$ cat src/hdl/exec_pkg.sv
/*
  exec package
  shared widths, opcode and condition encodings, instruction field
  positions and the host bus address map of the integer slice
*/
package exec_pkg;

  typedef logic [63:0] data_t;
  typedef logic [5:0]  reg_idx_t;
  typedef logic [3:0]  flags_t;   // c, s, v, z from msb down
  typedef logic [3:0]  cond_t;
  typedef logic [3:0]  alu_op_t;
  typedef logic [31:0] insn_t;
  typedef logic [7:0]  bus_adr_t;

  // flag bit positions
  localparam int FL_C = 3;
  localparam int FL_S = 2;
  localparam int FL_V = 1;
  localparam int FL_Z = 0;

  // opcodes, 10..15 reserved
  localparam alu_op_t OP_ADD  = 4'd0;
  localparam alu_op_t OP_SUB  = 4'd1;
  localparam alu_op_t OP_AND  = 4'd2;
  localparam alu_op_t OP_XOR  = 4'd3;
  localparam alu_op_t OP_OR   = 4'd4;
  localparam alu_op_t OP_SHL  = 4'd5;
  localparam alu_op_t OP_SHR  = 4'd6;
  localparam alu_op_t OP_SAR  = 4'd7;
  localparam alu_op_t OP_ADDI = 4'd8;
  localparam alu_op_t OP_MOVI = 4'd9;

  localparam cond_t CC_Z     = 4'd0;
  localparam cond_t CC_NZ    = 4'd1;
  localparam cond_t CC_C     = 4'd2;
  localparam cond_t CC_NC    = 4'd3;
  localparam cond_t CC_S     = 4'd4;
  localparam cond_t CC_NS    = 4'd5;
  localparam cond_t CC_V     = 4'd6;
  localparam cond_t CC_NV    = 4'd7;
  localparam cond_t CC_A     = 4'd8;   // unsigned above
  localparam cond_t CC_BE    = 4'd9;
  localparam cond_t CC_LT    = 4'd10;  // signed
  localparam cond_t CC_GE    = 4'd11;
  localparam cond_t CC_GT    = 4'd12;
  localparam cond_t CC_LE    = 4'd13;
  localparam cond_t CC_AL    = 4'd14;
  localparam cond_t CC_NEVER = 4'd15;

  // instruction field lsb positions
  localparam int INSN_OP_LSB   = 28;
  localparam int INSN_COND_LSB = 24;
  localparam int INSN_RD_LSB   = 18;
  localparam int INSN_RA_LSB   = 12;
  localparam int INSN_RB_LSB   = 6;
  localparam int INSN_IMM_W    = 12;

  localparam bus_adr_t ADR_ISSUE    = 8'h00;
  localparam bus_adr_t ADR_FLAGS    = 8'h01;
  localparam bus_adr_t ADR_REG_BASE = 8'h40;  // 0x40..0x7f, reg n in bits 5:0

endpackage

$ cat src/hdl/insn_decode.sv
/*
  instruction decoder
  captures an issued instruction word and registers its opcode,
  condition, register indexes and sign extended immediate
*/
`timescale 1ns/1ps

module insn_decode (
  input  logic               clk,
  input  logic               rst,
  input  logic               issue,
  input  exec_pkg::insn_t    issue_insn,
  output logic               op_valid,
  output exec_pkg::alu_op_t  op,
  output exec_pkg::cond_t    cond,
  output exec_pkg::reg_idx_t rd,
  output exec_pkg::reg_idx_t ra,
  output exec_pkg::reg_idx_t rb,
  output exec_pkg::data_t    imm
);

  localparam int IMM_W = exec_pkg::INSN_IMM_W;

  exec_pkg::data_t imm_sx;

  assign imm_sx = {{(64 - IMM_W){issue_insn[IMM_W-1]}}, issue_insn[IMM_W-1:0]};

  // one cycle strobe, bus keeps issues apart
  always_ff @(posedge clk) begin
    if (rst)
      op_valid <= 1'b0;
    else
      op_valid <= issue;
  end

  always_ff @(posedge clk) begin
    if (issue) begin
      op   <= issue_insn[exec_pkg::INSN_OP_LSB +: 4];
      cond <= issue_insn[exec_pkg::INSN_COND_LSB +: 4];
      rd   <= issue_insn[exec_pkg::INSN_RD_LSB +: 6];
      ra   <= issue_insn[exec_pkg::INSN_RA_LSB +: 6];
      rb   <= issue_insn[exec_pkg::INSN_RB_LSB +: 6];  // overlaps imm
      imm  <= imm_sx;
    end
  end

endmodule

$ cat config.mk
export PLATFORM = sky130hd
export DESIGN_NAME = insn_decode
export DESIGN_NICKNAME = d
export VERILOG_FILES = /design/src/hdl/exec_pkg.sv /design/src/hdl/insn_decode.sv
export SDC_FILE = /design/constraint.sdc
export NUM_CORES = 1
export LEC_CHECK = 0
export BUFFER_PORTS_ARGS = -buffer_cell sky130_fd_sc_hd__buf_4
export CORE_ASPECT_RATIO = 1.2
export CORE_UTILIZATION = 40
export DETAILED_ROUTE_END_ITERATION = 10
export PLACE_DENSITY = 0.9
export REMOVE_ABC_BUFFERS = 1
export SYNTH_ARGS = -nofsm -noshare
export SYNTH_HDL_FRONTEND = slang
export SYNTH_SLANG_ARGS = --single-unit
$ cat constraint.sdc
create_clock -name clk -period 4.9 [get_ports clk]
set_clock_uncertainty 0.05 [all_clocks]
set_input_delay 0.98 -clock clk [delete_from_list [all_inputs] [get_ports clk]]
set_output_delay 0.98 -clock clk [all_outputs]
set_load 0.02 [all_outputs]
Yosys cells after proc, flatten, opt, wreduce, memory -nomap -nowiden

Cells that the tools add are included.

Output and inout port bits: 91
Input port bits: 35
Logic and storage cells: 7
Register bits after elaboration: 39

Depth between registers and ports, before layout

Depth after elaboration: 0
Mapped depth: 1
Gate-level depth less buffers: 1

Worst setup path before layout

OpenSTA, ideal clock, no wires.

Path type: register to output
From: register rb[5] (netlist name)
To: output port imm[12]
Data required time: 3.870 ns
Cell stages (with the launch flop): 2
Path slack: 2.336 ns
Buffers on the path: 1
Data arrival time: 1.534 ns
Cell sequence: edfxtp_1 buf_4

RTL lines:

| element       | RTL line          | RTL |
|---|---|---|
| end, declared | insn_decode.sv:19 | `output exec_pkg::data_t imm` |

==> impl_metrics.json <==
{
  "fin_cells": 205,
  "synth_xor_area_share_pct": 0,
  "overflow": 0,
  "hp-class": "in2reg",
  "layout_min_cycle_time_ns": 2.27,
  "synthAdderAreaFrac_pct": 0,
  "gp_congestion": 0.650,
  "grt_max_degree": 55,
  "crit_path_end_kind": "output pin",
  "cts_hold_buf": 0,
  "nNetsFinal": 202,
  "cts_resized": 0,
  "clk_pin_slew_ns": 0.06,
  "first_pass_iters": 3,
  "ys_warn_count": 0,
  "rsz0062_at_grt": "false",
  "max_slew_margin_pct": 70.5,
  "synth-compound-area-share_pct": 0,
  "drv_slew": 0,
  "fin_crit_sh_pct": 46.4,
  "antennaDiodeCount": 0,
  "placed_area_mm2": 0.00199,
  "crit_type": "reg2out",
  "path_max_fanout": 54,
  "postRouteAntennaNets": 0,
  "peakVddDrop_uv": 279,
  "die_area_mm2": 0.00382,
  "ys_seq_area_share_pct": 68.6,
  "cts-root-buf": "clkbuf_8",
  "required_ns": 3.87,
  "leakagePower_nw": 0.979,
  "syn_to_final_growth_pct": 44.7,
  "synth-simple-area-share_pct": 0.962,
  "synthMuxAreaShare_pct": 0,
  "drive_gt1_share_pct": 79.8,
  "io_buffers": 125,
  "ys_ff_latch": 33,
  "fp.dieW_um": 56.6,
  "cts_buffers": 5,
  "grt.total_usage_pct": 13.0,
  "cts_tree": "built",
  "die_h_um": 67.5,
  "vias_per_cell": 4.06,
  "synth_top_family_by_area": "buffers and inverters",
  "grt_pass1_wl_mm": 3.50,
  "cts_setup_buffers": 0,
  "rows": 23,
  "num_io_pins": 126,
  "final_area_mm2": 0.00207,
  "dp.cells": 197,
  "h-tree-depth": 2,
  "synth_cell_types": 4,
  "critPathLaunchType": "register",
  "vias": 832,
  "start_util_pct": 42.5,
  "clock_path_buffers": 2,
  "status": "finished clean",
  "antenna_found_initial": 0,
  "grt_pass1_vias": 733,
  "finalHoldViolCount": 0,
  "synth.avg_cell_area_um2": 15.5,
  "cts_num_sinks": 33,
  "drt_iter0_drc": 11,
  "drc_errors": 0,
  "syn_area_mm2": 0.00143,
  "core_mm2": 0.00337,
  "maxCapViolCount": 0,
  "cp.arrival_ns": 1.24,
  "max_clock_freq_ghz": 0.440,
  "routed_wl_mm": 2.74,
  "powerDensity_mw_per_mm2": 352,
  "tightest_slew_ns": 0.443,
  "syn_inst": 92,
  "wl_per_cell_um": 13.4,
  "setup_viol": 0
}
[cells in the final DEF (no fill, tap or decap)]
master and count:
clkinv_2 2, clkbuf_1 1, edfxtp_1 32, nor2b_4 1
buf_4 126, clkbuf_8 5, dfxtp_1 1
[final timing paths]
| check | start | to | slack (ns) | cells after the start |
|---|---|---|---|---|
| max | rb[5] | imm[32] | 2.63 | 2 |
| min | rst | op_valid | 0.81 | 2 |
[final cells by class]
| type | count | area (µm²) |
|---|---|---|
| clock inverters | 2 | 10.0 |
| multi-input cells | 1 | 13.8 |
| fillers | 289 | 1300 |
| repair buffers | 126 | 946 |
| well taps | 37 | 46.3 |
| clock buffers | 6 | 72.6 |
| flip-flops and latches | 33 | 981 |
[sequential cells by signal (all words and copies together) (netlist names)]
| register | cells |
|---|---|
| rb | 6 |
| rd | 6 |
| ra | 6 |
| op_valid | 1 |
| op | 4 |
| imm | 6 |
| cond | 4 |
[per-layer routing]
layer | GRT usage, % | share of wire, %
met4 | 5.49 | 0.98
met5 | 0 | 0
met3 | 7.85 | 11
met2 | 21.6 | 55
met1 | 13.2 | 33
[Yosys cell counts]
| master | instances | area [µm²] |
|---|---|---|
| edfxtp_1 | 32 | 961 |
| buf_4 | 58 | 435 |
| nor2b_4 | 1 | 13.8 |
| dfxtp_1 | 1 | 20.0 |
[power by group]
| part | total (mW) | switching (mW) | internal [mW] |
|---|---|---|---|
| Sequential | 0.341 | 0.00687 | 0.334 |
| Combinational | 0.201 | 0.113 | 0.0877 |
| Clock | 0.187 | 0.0884 | 0.0981 |
[critical path: stages, from the launching register on]
cell and delay, ns:
edfxtp_1 0.33, buf_4 0.40, buf_4 0.23
[kinds of logic (layout without fill, tap and decap cells)]
family | after synthesis | after routing
flip-flops | 33 | 33
AND/OR/NAND/NOR | 1 | 1
buffers and inverters | 58 | 134
[per-stage QoR]
step	total power, mW	setup slack [ns]	setup TNS (ns)	hold slack [ns]	util (%)
6_report	0.728	2.63	0	0.813	61.5
3_3_place_gp	0.544	2.98	0	1.10	59.0
5_1_grt	0.760	2.53	0	0.797	61.5
3_5_place_dp	0.550	2.91	0	1.10	59.0
2_1_floorplan	0.433	-2.97	-160.28	0.994	-
4_1_cts	0.740	2.60	0	0.801	61.5
Note: power is estimated with default switching activity, not from simulation.
