===== src/hdl/exec_pkg.sv =====
/*
  exec package
  shared widths, opcode and condition encodings, instruction field
  positions and the host bus address map of the integer slice
*/
package exec_pkg;

  typedef logic [63:0] data_t;
  typedef logic [5:0]  reg_idx_t;
  typedef logic [3:0]  flags_t;   // c, s, v, z from msb down
  typedef logic [3:0]  cond_t;
  typedef logic [3:0]  alu_op_t;
  typedef logic [31:0] insn_t;
  typedef logic [7:0]  bus_adr_t;

  // flag bit positions
  localparam int FL_C = 3;
  localparam int FL_S = 2;
  localparam int FL_V = 1;
  localparam int FL_Z = 0;

  // opcodes, 10..15 reserved
  localparam alu_op_t OP_ADD  = 4'd0;
  localparam alu_op_t OP_SUB  = 4'd1;
  localparam alu_op_t OP_AND  = 4'd2;
  localparam alu_op_t OP_XOR  = 4'd3;
  localparam alu_op_t OP_OR   = 4'd4;
  localparam alu_op_t OP_SHL  = 4'd5;
  localparam alu_op_t OP_SHR  = 4'd6;
  localparam alu_op_t OP_SAR  = 4'd7;
  localparam alu_op_t OP_ADDI = 4'd8;
  localparam alu_op_t OP_MOVI = 4'd9;

  localparam cond_t CC_Z     = 4'd0;
  localparam cond_t CC_NZ    = 4'd1;
  localparam cond_t CC_C     = 4'd2;
  localparam cond_t CC_NC    = 4'd3;
  localparam cond_t CC_S     = 4'd4;
  localparam cond_t CC_NS    = 4'd5;
  localparam cond_t CC_V     = 4'd6;
  localparam cond_t CC_NV    = 4'd7;
  localparam cond_t CC_A     = 4'd8;   // unsigned above
  localparam cond_t CC_BE    = 4'd9;
  localparam cond_t CC_LT    = 4'd10;  // signed
  localparam cond_t CC_GE    = 4'd11;
  localparam cond_t CC_GT    = 4'd12;
  localparam cond_t CC_LE    = 4'd13;
  localparam cond_t CC_AL    = 4'd14;
  localparam cond_t CC_NEVER = 4'd15;

  // instruction field lsb positions
  localparam int INSN_OP_LSB   = 28;
  localparam int INSN_COND_LSB = 24;
  localparam int INSN_RD_LSB   = 18;
  localparam int INSN_RA_LSB   = 12;
  localparam int INSN_RB_LSB   = 6;
  localparam int INSN_IMM_W    = 12;

  localparam bus_adr_t ADR_ISSUE    = 8'h00;
  localparam bus_adr_t ADR_FLAGS    = 8'h01;
  localparam bus_adr_t ADR_REG_BASE = 8'h40;  // 0x40..0x7f, reg n in bits 5:0

endpackage


===== src/hdl/cond_eval.sv =====
/*
  condition check
  turns a 4 bit condition code and the current flags into a go / no-go
*/
`timescale 1ns/1ps

module cond_eval (
  input  exec_pkg::cond_t  cond,
  input  exec_pkg::flags_t flags,
  output logic             cond_true
);

  logic c, s, v, z, ge;

  assign c  = flags[exec_pkg::FL_C];
  assign s  = flags[exec_pkg::FL_S];
  assign v  = flags[exec_pkg::FL_V];
  assign z  = flags[exec_pkg::FL_Z];
  assign ge = s == v;

  always_comb begin
    cond_true = 1'b0;
    case (cond)
      exec_pkg::CC_Z:     cond_true = z;
      exec_pkg::CC_NZ:    cond_true = !z;
      exec_pkg::CC_C:     cond_true = c;
      exec_pkg::CC_NC:    cond_true = !c;
      exec_pkg::CC_S:     cond_true = s;
      exec_pkg::CC_NS:    cond_true = !s;
      exec_pkg::CC_V:     cond_true = v;
      exec_pkg::CC_NV:    cond_true = !v;
      exec_pkg::CC_A:     cond_true = c && !z;
      exec_pkg::CC_BE:    cond_true = !(c && !z);
      exec_pkg::CC_LT:    cond_true = !ge;
      exec_pkg::CC_GE:    cond_true = ge;
      exec_pkg::CC_GT:    cond_true = !z && ge;
      exec_pkg::CC_LE:    cond_true = z || !ge;
      exec_pkg::CC_AL:    cond_true = 1'b1;
      exec_pkg::CC_NEVER: cond_true = 1'b0;
      default:            cond_true = 1'b0;
    endcase
  end

endmodule


===== config.mk =====
export PLATFORM = sky130hd
export DESIGN_NAME = cond_eval
export DESIGN_NICKNAME = d
export VERILOG_FILES = /design/src/hdl/exec_pkg.sv /design/src/hdl/cond_eval.sv
export SDC_FILE = /design/constraint.sdc
export NUM_CORES = 1
export LEC_CHECK = 0
export ABC_AREA = 0
export BUFFER_PORTS_ARGS = -buffer_cell sky130_fd_sc_hd__buf_2
export CORE_AREA = 2 2 39 41
export DETAILED_ROUTE_END_ITERATION = 12
export DIE_AREA = 0 0 41 43
export GPL_TIMING_DRIVEN = 1
export MAX_ROUTING_LAYER = met4
export PLACE_DENSITY = 0.3
export SETUP_SLACK_MARGIN = 0.15
export SYNTH_ARGS = -nofsm -noshare
export SYNTH_HDL_FRONTEND = slang
export SYNTH_SLANG_ARGS = --single-unit

===== constraint.sdc =====
create_clock -name vclk -period 1.8
set_clock_uncertainty 0.05 [all_clocks]
set_input_delay 0.36 -clock vclk [all_inputs]
set_output_delay 0.36 -clock vclk [all_outputs]
set_load 0.05 [all_outputs]

After elaboration in Yosys (flattened, before gate mapping)
Index checks and enable logic that the tools add are counted.
{"block": "word_totals", "regBits": 0, "inputBits": 8, "output_inout_bits": 1, "wordCells": 27}
{"block": "op_classes", "n_eq_ne": 16, "muxes": 1, "n_reduce_logical": 10}
{"operator": "4-bit == test (second input constant)", "n": 8}
{"operator": "4-bit by 3-bit == test with 1-bit output (second input constant)", "n": 4}
{"operator": "1-bit one-hot mux with 16 select lines", "n": 1}
{"operator": "4-bit by 2-bit == test with 1-bit output (second input constant)", "n": 2}
{"operator": "1-bit logical NOT", "n": 6}
{"operator": "4-bit by 1-bit == test with 1-bit output (second input constant)", "n": 1}
{"operator": "4-bit logical NOT", "n": 1}
{"operator": "1-bit logical AND", "n": 2}
{"operator": "1-bit == test", "n": 1}
{"operator": "1-bit logical OR", "n": 1}

Logic depth before layout (Yosys ltp)
{"block": "depth", "word_depth": 4, "ltp_mapped": 6, "depth_no_buf": 5}

Least setup slack after synthesis
No wires, ideal clock.
{"block": "synth_path", "kind": "in2out", "startpoint": "in cond[3]", "endpoint": "out cond_true", "arrival_ps": 1614, "slack_ps": -224, "cell_stages": 6, "n_path_buf": 1, "path_cell_list": "buf_4 -> or4b_1 -> nand4_2 -> a211oi_2 -> a21oi_2 -> o211a_1"}
{"block": "synth_via", "elab_chain_len": 2, "elab_cells_between_ends": 17, "cone_classes": "eq/ne (15); mux (1); reduce/logical (1)"}
{"element": "start, declared", "line_no": "cond_eval.sv:8", "text": "input exec_pkg::cond_t cond,"}
{"element": "4-bit == test (tied with other cells)", "line_no": "cond_eval.sv:23", "text": "case (cond)"}
{"element": "1-bit one-hot mux with 16 select lines (*)", "line_no": "cond_eval.sv:23"}
{"element": "end, declared", "line_no": "cond_eval.sv:10", "text": "output logic cond_true"}
Every way passes the cells marked *; elsewhere a longest branch is shown, timed or not.

Final worst setup path
Ends and elaborated chain as after synthesis.

==> metrics.md <==
| Metric | Value |
|---|---|
| Layout Area Growth over Synthesis | 100% |
| CP startpoint | cond[3] |
| Yosys top cell by area | nor2_1 |
| Total Routed Length | 585 µm |
| Synth unique cells | 22 |
| Fin. Hold Viols | 0 |
| Final period utilization | 1.10 |
| Hold Path Origin | cond[2] |
| Drc violations | 0 |
| Synth cell count leaders | nor2_1 (4), inv_1 (3), a31oi_1 (2), nand3_1 (2) |
| Most frequent cell after synthesis | nor2_1 |
| Largest net degree at the start of global routing | 9 |
| Dpl ws | -0.318 ns |
| Ratio of cells with drive above 1 in the final layout | 0.667 |
| Die area | 1760 µm² |
| Initial Util | 0.147 |
| Hpwl dp | between 400 and 500 µm |
| Seq_cells | 0 |
| Vias in the first global route | around 250 |
| # hold bufs at CTS | 0 |
| Final nets | between 50 and 60 |
| Final GP Congestion | between 0.7 and 0.8 |
| Final Power | 0.116 mW |
| Clk_buf instances | 0 |
| Max-slew violations | 0 |
| Die H | 43 µm |
| DR pass1 iterations | 2 |
| Grt ovf | 0 |
| F_max | 503 MHz |
| Setup CP Type | in2out |
| Antenna violations before repair | 0 |
| CP Data Required Time | around 1.4 ns |
| DR iter-0 viols | 1 |
| Hold WC Path Type | in2out |
| CORE AREA | 1380 µm² |
| Worst-Margin Slew | 0.284 ns |
| Register area share after synthesis | 0 |
| Min Hold Slack | approximately 1.2 ns |
| Vias per cell | 4.49 |
| Pwr dens | 285 nW/µm² |
| Mapped Nets | 37 |
| Worst relative slew slack | 0.809 |
| Die width | 41 µm |
| RSZ-0062 raised after global routing | true |
| Startpoint types | input port |
| Failing checks | setup timing |
| Max Cap Viol | 0 |
| Post-synth top area share | 0.0736 |
| Final ANT Viol Nets | 0 |
| Reg area | 0 µm² |
| Leakage | approximately 0.17 nW |
| Syn Inst Count | 29 |
| Buffers on Ports | 9 |
| Worst Path Arrival | between 1.5 and 2 ns |
| Fin worst setup slack | -0.189 ns |
| Critical path capture point type | output port |
| CP max FO | 6 |
| Cell Area, Synth | 204 µm² |
| Worst IR Drop VDD | 65.7 µV |
| Wire per inst | between 9 and 10 µm |
| Ant diodes | 0 |
| Synth Area per Inst | roughly 7 µm² |
| Status | complete, but fails checks |
| GR Util All Layers | 0.0676 |
| Synth warnings | 0 |
| IO Pins | 9 |
| Dominant cells by area after synthesis | nor2_1 (7.4%), a211oi_2 (6.1%), a31oi_1 (6.1%) |
| Post-layout util | 0.295 |
| First-pass GRT wire length | 897 µm |
| Post-layout min period | between 1.5 and 2 ns |
| Vias post-DR | 274 |
| Final setup viols | 1 |
| Setup TNS | -0.189 ns |
| Floorplan row count | 14 |
==> cells by family (layout without fill, tap and decap cells) <==
| group | after synthesis | count (layout) | share of synthesized area |
|---|---|---|---|
| simple gates | 11 | 11 | 0.350 |
| mux | 1 | 1 | 0.0491 |
| buf+inv | 5 | 21 | 0.110 |
| compound gates | 11 | 11 | 0.448 |
| xor+xnor | 1 | 1 | 0.0430 |
==> metrics by stage <==
step | instances | area [µm²]
floorplan | 29 | 219
global route | 61 | 408
global placement | 61 | 333
detailed placement | 61 | 333
finish | 61 | 408
CTS | 61 | 375
==> power breakdown <==
| group | switching [mW] | leakage (nW) | internal (mW) |
|---|---|---|---|
| Combinational | 0.0564 | 0.173 | 0.0599 |
| Sequential | 0 | 0 | 0 |
| Clock | 0 | 0 | 0 |
| Total | 0.0564 | 0.173 | 0.0599 |
==> worst max-delay path, cell delays in order <==
cell	delay, ns
buf_2	0.13
buf_6	0.13
or4_4	0.47
o41ai_2	0.07
o21bai_2	0.12
o211a_4	0.15
buf_8	0.14
==> cells in the final DEF (no fill, tap or decap), drive strengths merged, types with 2 or more instances in the layout <==
master  instances
buf            18
nor2            4
inv             3
a31oi           2
nand3           2
==> what timing repair did <==
action,4_1_cts,5_1_grt
pin swaps,4,1
endpoints found under the setup margin,1,1
resized for setup,9,6
setup buffers,0,0
==> metal layers <==
layer	track usage	part of all wire	vias to the layer above
met5	-	0	-
met4	0	0	0
met3	0	0.053	0
met2	0.125	0.48	4
met1	0.0823	0.47	127
li1	-	-	143
==> final timing paths <==
kind	end	slack, ns	cells after the start
setup / recovery	cond_true	-0.19	7
hold / removal	cond_true	1.16	4
==> cell type report <==
class / count / area (µm²)
tap: 16 / 20.0
multi-input combinational: 24 / 240
timing repair buffer: 18 / 136
fill: 156 / 976
inverter: 3 / 11.3
(Power assumes the default switching activity.)
