$ cat config.mk
export PLATFORM = sky130hd
export DESIGN_NAME = host_port
export DESIGN_NICKNAME = d
export VERILOG_FILES = /design/src/hdl/exec_pkg.sv /design/src/hdl/host_port.sv
export SDC_FILE = /design/constraint.sdc
export NUM_CORES = 1
export LEC_CHECK = 0
export BUFFER_PORTS_ARGS = -buffer_cell sky130_fd_sc_hd__buf_2
export CAP_MARGIN = 20
export CORE_AREA = 2 2 127 129
export DETAILED_ROUTE_END_ITERATION = 7
export DIE_AREA = 0 0 129 131
export SLEW_MARGIN = 30
export SYNTH_ARGS = -nofsm -noshare
export SYNTH_HDL_FRONTEND = slang
export SYNTH_SLANG_ARGS = --single-unit
$ cat constraint.sdc
create_clock -name clk -period 7.6 [get_ports clk]
set_input_delay 0.76 -clock clk [delete_from_list [all_inputs] [get_ports clk]]
set_output_delay 0.76 -clock clk [all_outputs]
set_load 0.01 [all_outputs]
$ cat src/hdl/exec_pkg.sv
/*
  exec package
  shared widths, opcode and condition encodings, instruction field
  positions and the host bus address map of the integer slice
*/
package exec_pkg;

  typedef logic [63:0] data_t;
  typedef logic [5:0]  reg_idx_t;
  typedef logic [3:0]  flags_t;   // c, s, v, z from msb down
  typedef logic [3:0]  cond_t;
  typedef logic [3:0]  alu_op_t;
  typedef logic [31:0] insn_t;
  typedef logic [7:0]  bus_adr_t;

  // flag bit positions
  localparam int FL_C = 3;
  localparam int FL_S = 2;
  localparam int FL_V = 1;
  localparam int FL_Z = 0;

  // opcodes, 10..15 reserved
  localparam alu_op_t OP_ADD  = 4'd0;
  localparam alu_op_t OP_SUB  = 4'd1;
  localparam alu_op_t OP_AND  = 4'd2;
  localparam alu_op_t OP_XOR  = 4'd3;
  localparam alu_op_t OP_OR   = 4'd4;
  localparam alu_op_t OP_SHL  = 4'd5;
  localparam alu_op_t OP_SHR  = 4'd6;
  localparam alu_op_t OP_SAR  = 4'd7;
  localparam alu_op_t OP_ADDI = 4'd8;
  localparam alu_op_t OP_MOVI = 4'd9;

  localparam cond_t CC_Z     = 4'd0;
  localparam cond_t CC_NZ    = 4'd1;
  localparam cond_t CC_C     = 4'd2;
  localparam cond_t CC_NC    = 4'd3;
  localparam cond_t CC_S     = 4'd4;
  localparam cond_t CC_NS    = 4'd5;
  localparam cond_t CC_V     = 4'd6;
  localparam cond_t CC_NV    = 4'd7;
  localparam cond_t CC_A     = 4'd8;   // unsigned above
  localparam cond_t CC_BE    = 4'd9;
  localparam cond_t CC_LT    = 4'd10;  // signed
  localparam cond_t CC_GE    = 4'd11;
  localparam cond_t CC_GT    = 4'd12;
  localparam cond_t CC_LE    = 4'd13;
  localparam cond_t CC_AL    = 4'd14;
  localparam cond_t CC_NEVER = 4'd15;

  // instruction field lsb positions
  localparam int INSN_OP_LSB   = 28;
  localparam int INSN_COND_LSB = 24;
  localparam int INSN_RD_LSB   = 18;
  localparam int INSN_RA_LSB   = 12;
  localparam int INSN_RB_LSB   = 6;
  localparam int INSN_IMM_W    = 12;

  localparam bus_adr_t ADR_ISSUE    = 8'h00;
  localparam bus_adr_t ADR_FLAGS    = 8'h01;
  localparam bus_adr_t ADR_REG_BASE = 8'h40;  // 0x40..0x7f, reg n in bits 5:0

endpackage

$ cat src/hdl/host_port.sv
/*
  host port
  Wishbone classic slave for the integer slice. Decodes the address
  map, writes registers and flags, issues instructions and returns
  registered read data with a single cycle ack.
*/
`timescale 1ns/1ps

module host_port (
  input  logic               clk,
  input  logic               rst,
  input  logic               wb_cyc,
  input  logic               wb_stb,
  input  logic               wb_we,
  input  exec_pkg::bus_adr_t wb_adr,
  input  exec_pkg::data_t    wb_dat_w,
  output exec_pkg::data_t    wb_dat_r,
  output logic               wb_ack,
  output logic               issue,
  output exec_pkg::insn_t    issue_insn,
  output logic               host_we,
  output exec_pkg::reg_idx_t host_widx,
  output exec_pkg::data_t    host_wdata,
  output logic               host_flags_we,
  output exec_pkg::flags_t   host_flags,
  output exec_pkg::reg_idx_t host_ridx,
  input  exec_pkg::data_t    host_rdata,
  input  exec_pkg::flags_t   flags
);

  typedef enum logic [1:0] {
    ST_IDLE,
    ST_EXEC,
    ST_ACK
  } state_t;

  state_t          state;
  logic            sample;
  logic            adr_reg;
  logic            adr_flags;
  logic            adr_issue;
  exec_pkg::data_t rd_mux;

  assign adr_reg   = wb_adr[7:6] == exec_pkg::ADR_REG_BASE[7:6];
  assign adr_flags = wb_adr == exec_pkg::ADR_FLAGS;
  assign adr_issue = wb_adr == exec_pkg::ADR_ISSUE;

  // request taken only from idle, so a held stb is not seen twice
  assign sample = wb_cyc & wb_stb & (state == ST_IDLE);

  assign host_we       = sample & wb_we & adr_reg;
  assign host_widx     = wb_adr[5:0];
  assign host_wdata    = wb_dat_w;
  assign host_flags_we = sample & wb_we & adr_flags;
  assign host_flags    = wb_dat_w[3:0];
  assign host_ridx     = wb_adr[5:0];

  assign issue      = sample & wb_we & adr_issue;
  assign issue_insn = wb_dat_w[31:0];

  always_comb begin
    rd_mux = '0;  // unmapped reads as zero
    if (adr_reg)
      rd_mux = host_rdata;
    else if (adr_flags)
      rd_mux = {60'd0, flags};
  end

  always_ff @(posedge clk) begin
    if (rst) begin
      state <= ST_IDLE;
    end else begin
      case (state)
        ST_IDLE: if (sample) state <= issue ? ST_EXEC : ST_ACK;
        ST_EXEC: state <= ST_ACK;  // writeback edge
        default: state <= ST_IDLE;
      endcase
    end
  end

  always_ff @(posedge clk) begin
    if (sample && !wb_we)
      wb_dat_r <= rd_mux;
  end

  assign wb_ack = state == ST_ACK;

endmodule

Word level (Yosys, flattened, before mapping)
Index checks and enable logic that the tools add are counted.
{"block": "totals", "ramBits": 0, "romBits": 0, "ff_bits": 66, "memories": 0, "latchBits": 0, "output_inout_bits": 180, "in_bits": 145}
{"block": "classes", "bitwise_logic": 6, "add_sub_neg": 0, "multipliers": 0, "shift": 0, "reduce_logical": 4, "magnitude_cmp": 0, "n_mux": 5, "div": 0, "n_eq_ne": 5}
{"op": "$mux 64", "count": 1}
{"op": "$eq 8x1->1 const B", "count": 1}
{"op": "$logic_not 8->1", "count": 1}
{"op": "$and 1x1->1", "count": 6}
{"op": "$eq 2x1->1 const B", "count": 2}
{"op": "$mux 2", "count": 2}
{"op": "$mux 4", "count": 1}
{"op": "$pmux 2 s2", "count": 1}
{"op": "$eq 2x2->1 const B", "count": 1}
{"op": "$logic_not 2->1", "count": 1}
{"op": "$ne 2x2->1 const B", "count": 1}
{"op": "$logic_and 1x1->1", "count": 1}
{"op": "$logic_not 1->1", "count": 1}

Depth between registers and ports, before layout
{"block": "depth", "word_depth": 7, "depth_mapped": 4, "depth_no_buf": 3}

Worst setup path after synthesis
Ideal clock, no wire load.
{"block": "synth_path", "path_kind": "input-to-reg", "start": "input port wb_cyc", "end": "register wb_dat_r[0] (enable)", "path_buffers": 0, "arrival_ns": 3.592, "t_required_ns": 7.114, "stages": 2, "setup_ns": 0.486, "slack_ns": 3.522, "path_cell_list": "nand4bb_1 nor2_1"}
{"block": "synth_via", "elab_chain_cells": 3}
{"element": "from (decl)", "line_no": "host_port.sv:12", "rtl": "input logic wb_cyc,"}
{"element": "$and 1x1->1 (2 in series)", "line_no": "host_port.sv:49", "rtl": "assign sample = wb_cyc & wb_stb & (state == ST_IDLE);"}
{"element": "$logic_and 1x1->1", "line_no": "host_port.sv:82", "rtl": "if (sample && !wb_we)"}
{"element": "to (signal assigned)", "line_no": "host_port.sv:83", "rtl": "wb_dat_r <= rd_mux;"}
{"element": "to (decl)", "line_no": "host_port.sv:17", "rtl": "output exec_pkg::data_t wb_dat_r,"}
No other way between the ends.
A chain may end at the register's enable or synchronous reset.

Final worst setup path
{"block": "layout_path", "start": "input port wb_adr[5]", "end": "output port issue"}
{"block": "layout_via", "elab_chain_cells": 2}
{"element": "from (decl)", "line_no": "host_port.sv:15", "rtl": "input exec_pkg::bus_adr_t wb_adr,"}
{"element": "$logic_not 8->1", "line_no": "host_port.sv:46", "rtl": "assign adr_issue = wb_adr == exec_pkg::ADR_ISSUE;"}
{"element": "$and 1x1->1", "line_no": "host_port.sv:58", "rtl": "assign issue = sample & wb_we & adr_issue;"}
{"element": "to (decl)", "line_no": "host_port.sv:19", "rtl": "output logic issue,"}
No other way between the ends.

==> flow_summary.json <==
{
  "antenna_found_initial": 0,
  "grt_usage": 0.122,
  "fin_ws_ps": 4910,
  "critPathRequiredTime_ps": 6840,
  "synth_ff_type": "edfxtp_1",
  "dieHeight_um": 131,
  "arrival_ps": 1930,
  "syn-num-nets": 413,
  "p_sw_uw": 174,
  "vias": 2001,
  "synth_warnings": 0,
  "grt_overflow": 0,
  "worstSkewPairLatency_ps": 310,
  "comb_power_share": 0.079,
  "synth-edff-count": 64,
  "port_buffers": 160,
  "drtPass1Iterations": 3,
  "startpoint_type": "input port",
  "hold_class": "flop to flop",
  "yosysMostFrequentCell": "buf_4",
  "yosysUniqueCellTypes": 22,
  "yosysTopAreaCellShare": 0.569,
  "slew-limit-headroom": 0.451,
  "async_reset_ff_frac": 0,
  "finalHoldViolations": 0,
  "fp-row-count": 46,
  "cts_hold_buf": 0,
  "place.gp.congestion": 0.745,
  "yosys.area.top_type": "edfxtp_1",
  "initial_core_util": 0.216,
  "syn_area_per_cell_um2": 12.6,
  "finalInstanceArea_um2": 3930,
  "ant_nets": 0,
  "grt_max_degree": 65,
  "synth_common_cells": "buf_4, edfxtp_1, and2_1",
  "synthesis.area_um2": 3380,
  "die_area_um2": 16900,
  "cts_root_buf": "clkbuf_16",
  "cts_num_sinks": 66,
  "p_seq_frac": 0.460,
  "clk_pin_slew_ps": 50,
  "wl_mm": 10.9,
  "crit_type": "input port to primary output",
  "worst_setup_path_end_kind": "primary output",
  "clockBufferDepth": 2,
  "area.growth.synth_to_final_pct": 16.5,
  "grt_pass1_vias": 1996,
  "ir_drop_mv": 0.115,
  "ios": 325,
  "status": "finished, final reports clean",
  "setup_viol": 0,
  "setup-tns-final_ps": 0,
  "syn_inst": 268,
  "fmax_ghz": 0.372,
  "rsz0062_at_grt": "no",
  "placed_cell_area_um2": 3630,
  "ys_top_cells_by_area": "edfxtp_1, buf_4, and2_1, dfxtp_1, a22o_1",
  "cts_buffers": 9,
  "cp_max_fo": 4,
  "core_um2": 15600,
  "cts_resized": 0,
  "drc": 0,
  "ys_ff_latch": 66,
  "cts_setup_buffers": 0,
  "fin_crit_ps": 2690,
  "skew_ps": 4.33,
  "cellPowerDensity_nw_per_um2": 230,
  "leakage_nw": 1.58,
  "p_clk_frac": 0.461,
  "finalMaxSlewViolations": 0,
  "drtIter0Drc": 85,
  "worstMarginPinSlew_ps": 823,
  "p_int_uw": 730,
  "pre_cts_slack_ps": 4910,
  "sw_frac_of_total": 0.193,
  "viasPerCell": 3.69,
  "die_x_um": 129,
  "cts_max_level": 3,
  "cts_tree": "yes",
  "grt_pass1_wl_mm": 14.2,
  "wire_per_inst_um": 20.2,
  "maxCapViolCount": 0,
  "min_period_over_period": 0.353,
  "hpwlAfterDp_mm": 9.33,
  "yosysSeqAreaShare": 0.581,
  "drive_above_1_share": 0.546,
  "layout.nets": 467
}
-- worst max-delay path, cell delays in order --
cell	delay, ps
buf_2	110
or4_4	580
nor4_2	280
buf_2	190
-- cell families (layout without fill, tap and decap cells) --
family                 count (synthesis)  count (layout)  share of synthesized area
and+or+nand+nor                       77              77                      0.149
AOI/OAI and AO/OA                      5               5                     0.0119
buffers and inverters                120             178                      0.258
other                                  0               1                          0
DFF                                   66              66                      0.581
-- path summary, 6_finish.rpt --
check	from	endpoint	slack, ps	cells past startpoint
min	state[1]$_SDFFE_PP0P_	state[1]$_SDFFE_PP0P_	600	2
max	wb_adr[5]	issue	4910	4
max reg2reg	state[0]$_SDFFE_PP0P_	wb_dat_r[47]$_SDFFCE_PN0P_	5770	3
min reg2reg	state[1]$_SDFFE_PP0P_	state[1]$_SDFFE_PP0P_	600	2
-- sequential cells by signal, indices dropped and copies added (netlist names) --
| name | count |
|---|---|
| state | 2 |
| wb_dat_r | 64 |
-- routing by layer --
layer	up-vias	wire, µm	global-route usage
met5	-	0	0.0176
met2	211	5470	0.208
met1	879	2900	0.0908
li1	890	-	-
met3	21	2310	0.120
met4	0	269	0.0499
-- per-stage QoR --
step | instances | total power [mW] | utilization | hold slack, ps
3_5_place_dp | 527 | 0.497 | 0.233 | 584
5_1_grt | 542 | 0.945 | 0.252 | 646
2_1_floorplan | 268 | 0.510 | - | 523
4_1_cts | 542 | 0.920 | 0.252 | 596
3_3_place_gp | 526 | 0.494 | 0.231 | 567
6_report | 543 | 0.905 | 0.252 | 603
-- cell usage in the layout, fill, tap and decap left out --
cell and instances:
buf_16 1, nor4bb_1 1, and4bb_4 1, and2_1 60
nor4_1 1, dfxtp_1 2, nor2b_4 1, nor4_2 1
edfxtp_1 64, buf_2 160, nand3b_1 1, inv_1 1
buf_4 1, a21oi_1 1, diode_2 1, nor2_1 2
nor3_1 1, nor2b_1 1, bufinv_16 2, clkbuf_1 2
or3_1 1, or4_1 1, nand4bb_1 1, and3_1 1
or4_4 1, a22o_1 4, clkbuf_16 9, nor2_4 1
clkinv_1 2, nand2_1 1
-- power groups by stage --
stage	clock (mW)	combinational [mW]	sequential, mW
6_report	0.417	0.0714	0.416
5_1_grt	0.448	0.0799	0.417
3_3_place_gp	0	0.0712	0.423
4_1_cts	0.430	0.0735	0.416
2_1_floorplan	0	0.0791	0.431
3_5_place_dp	0	0.0731	0.423
-- cell type report --
cell class | instances | area (µm²)
multi-input combinational | 82 | 558
antenna | 1 | 2.50
inverter | 1 | 3.75
timing repair buffer | 162 | 836
fill | 1625 | 11700
sequential | 66 | 1960
tap | 216 | 270
clock inverter | 4 | 67.6
clock buffer | 11 | 233
Power figures use the tool's default switching activity.
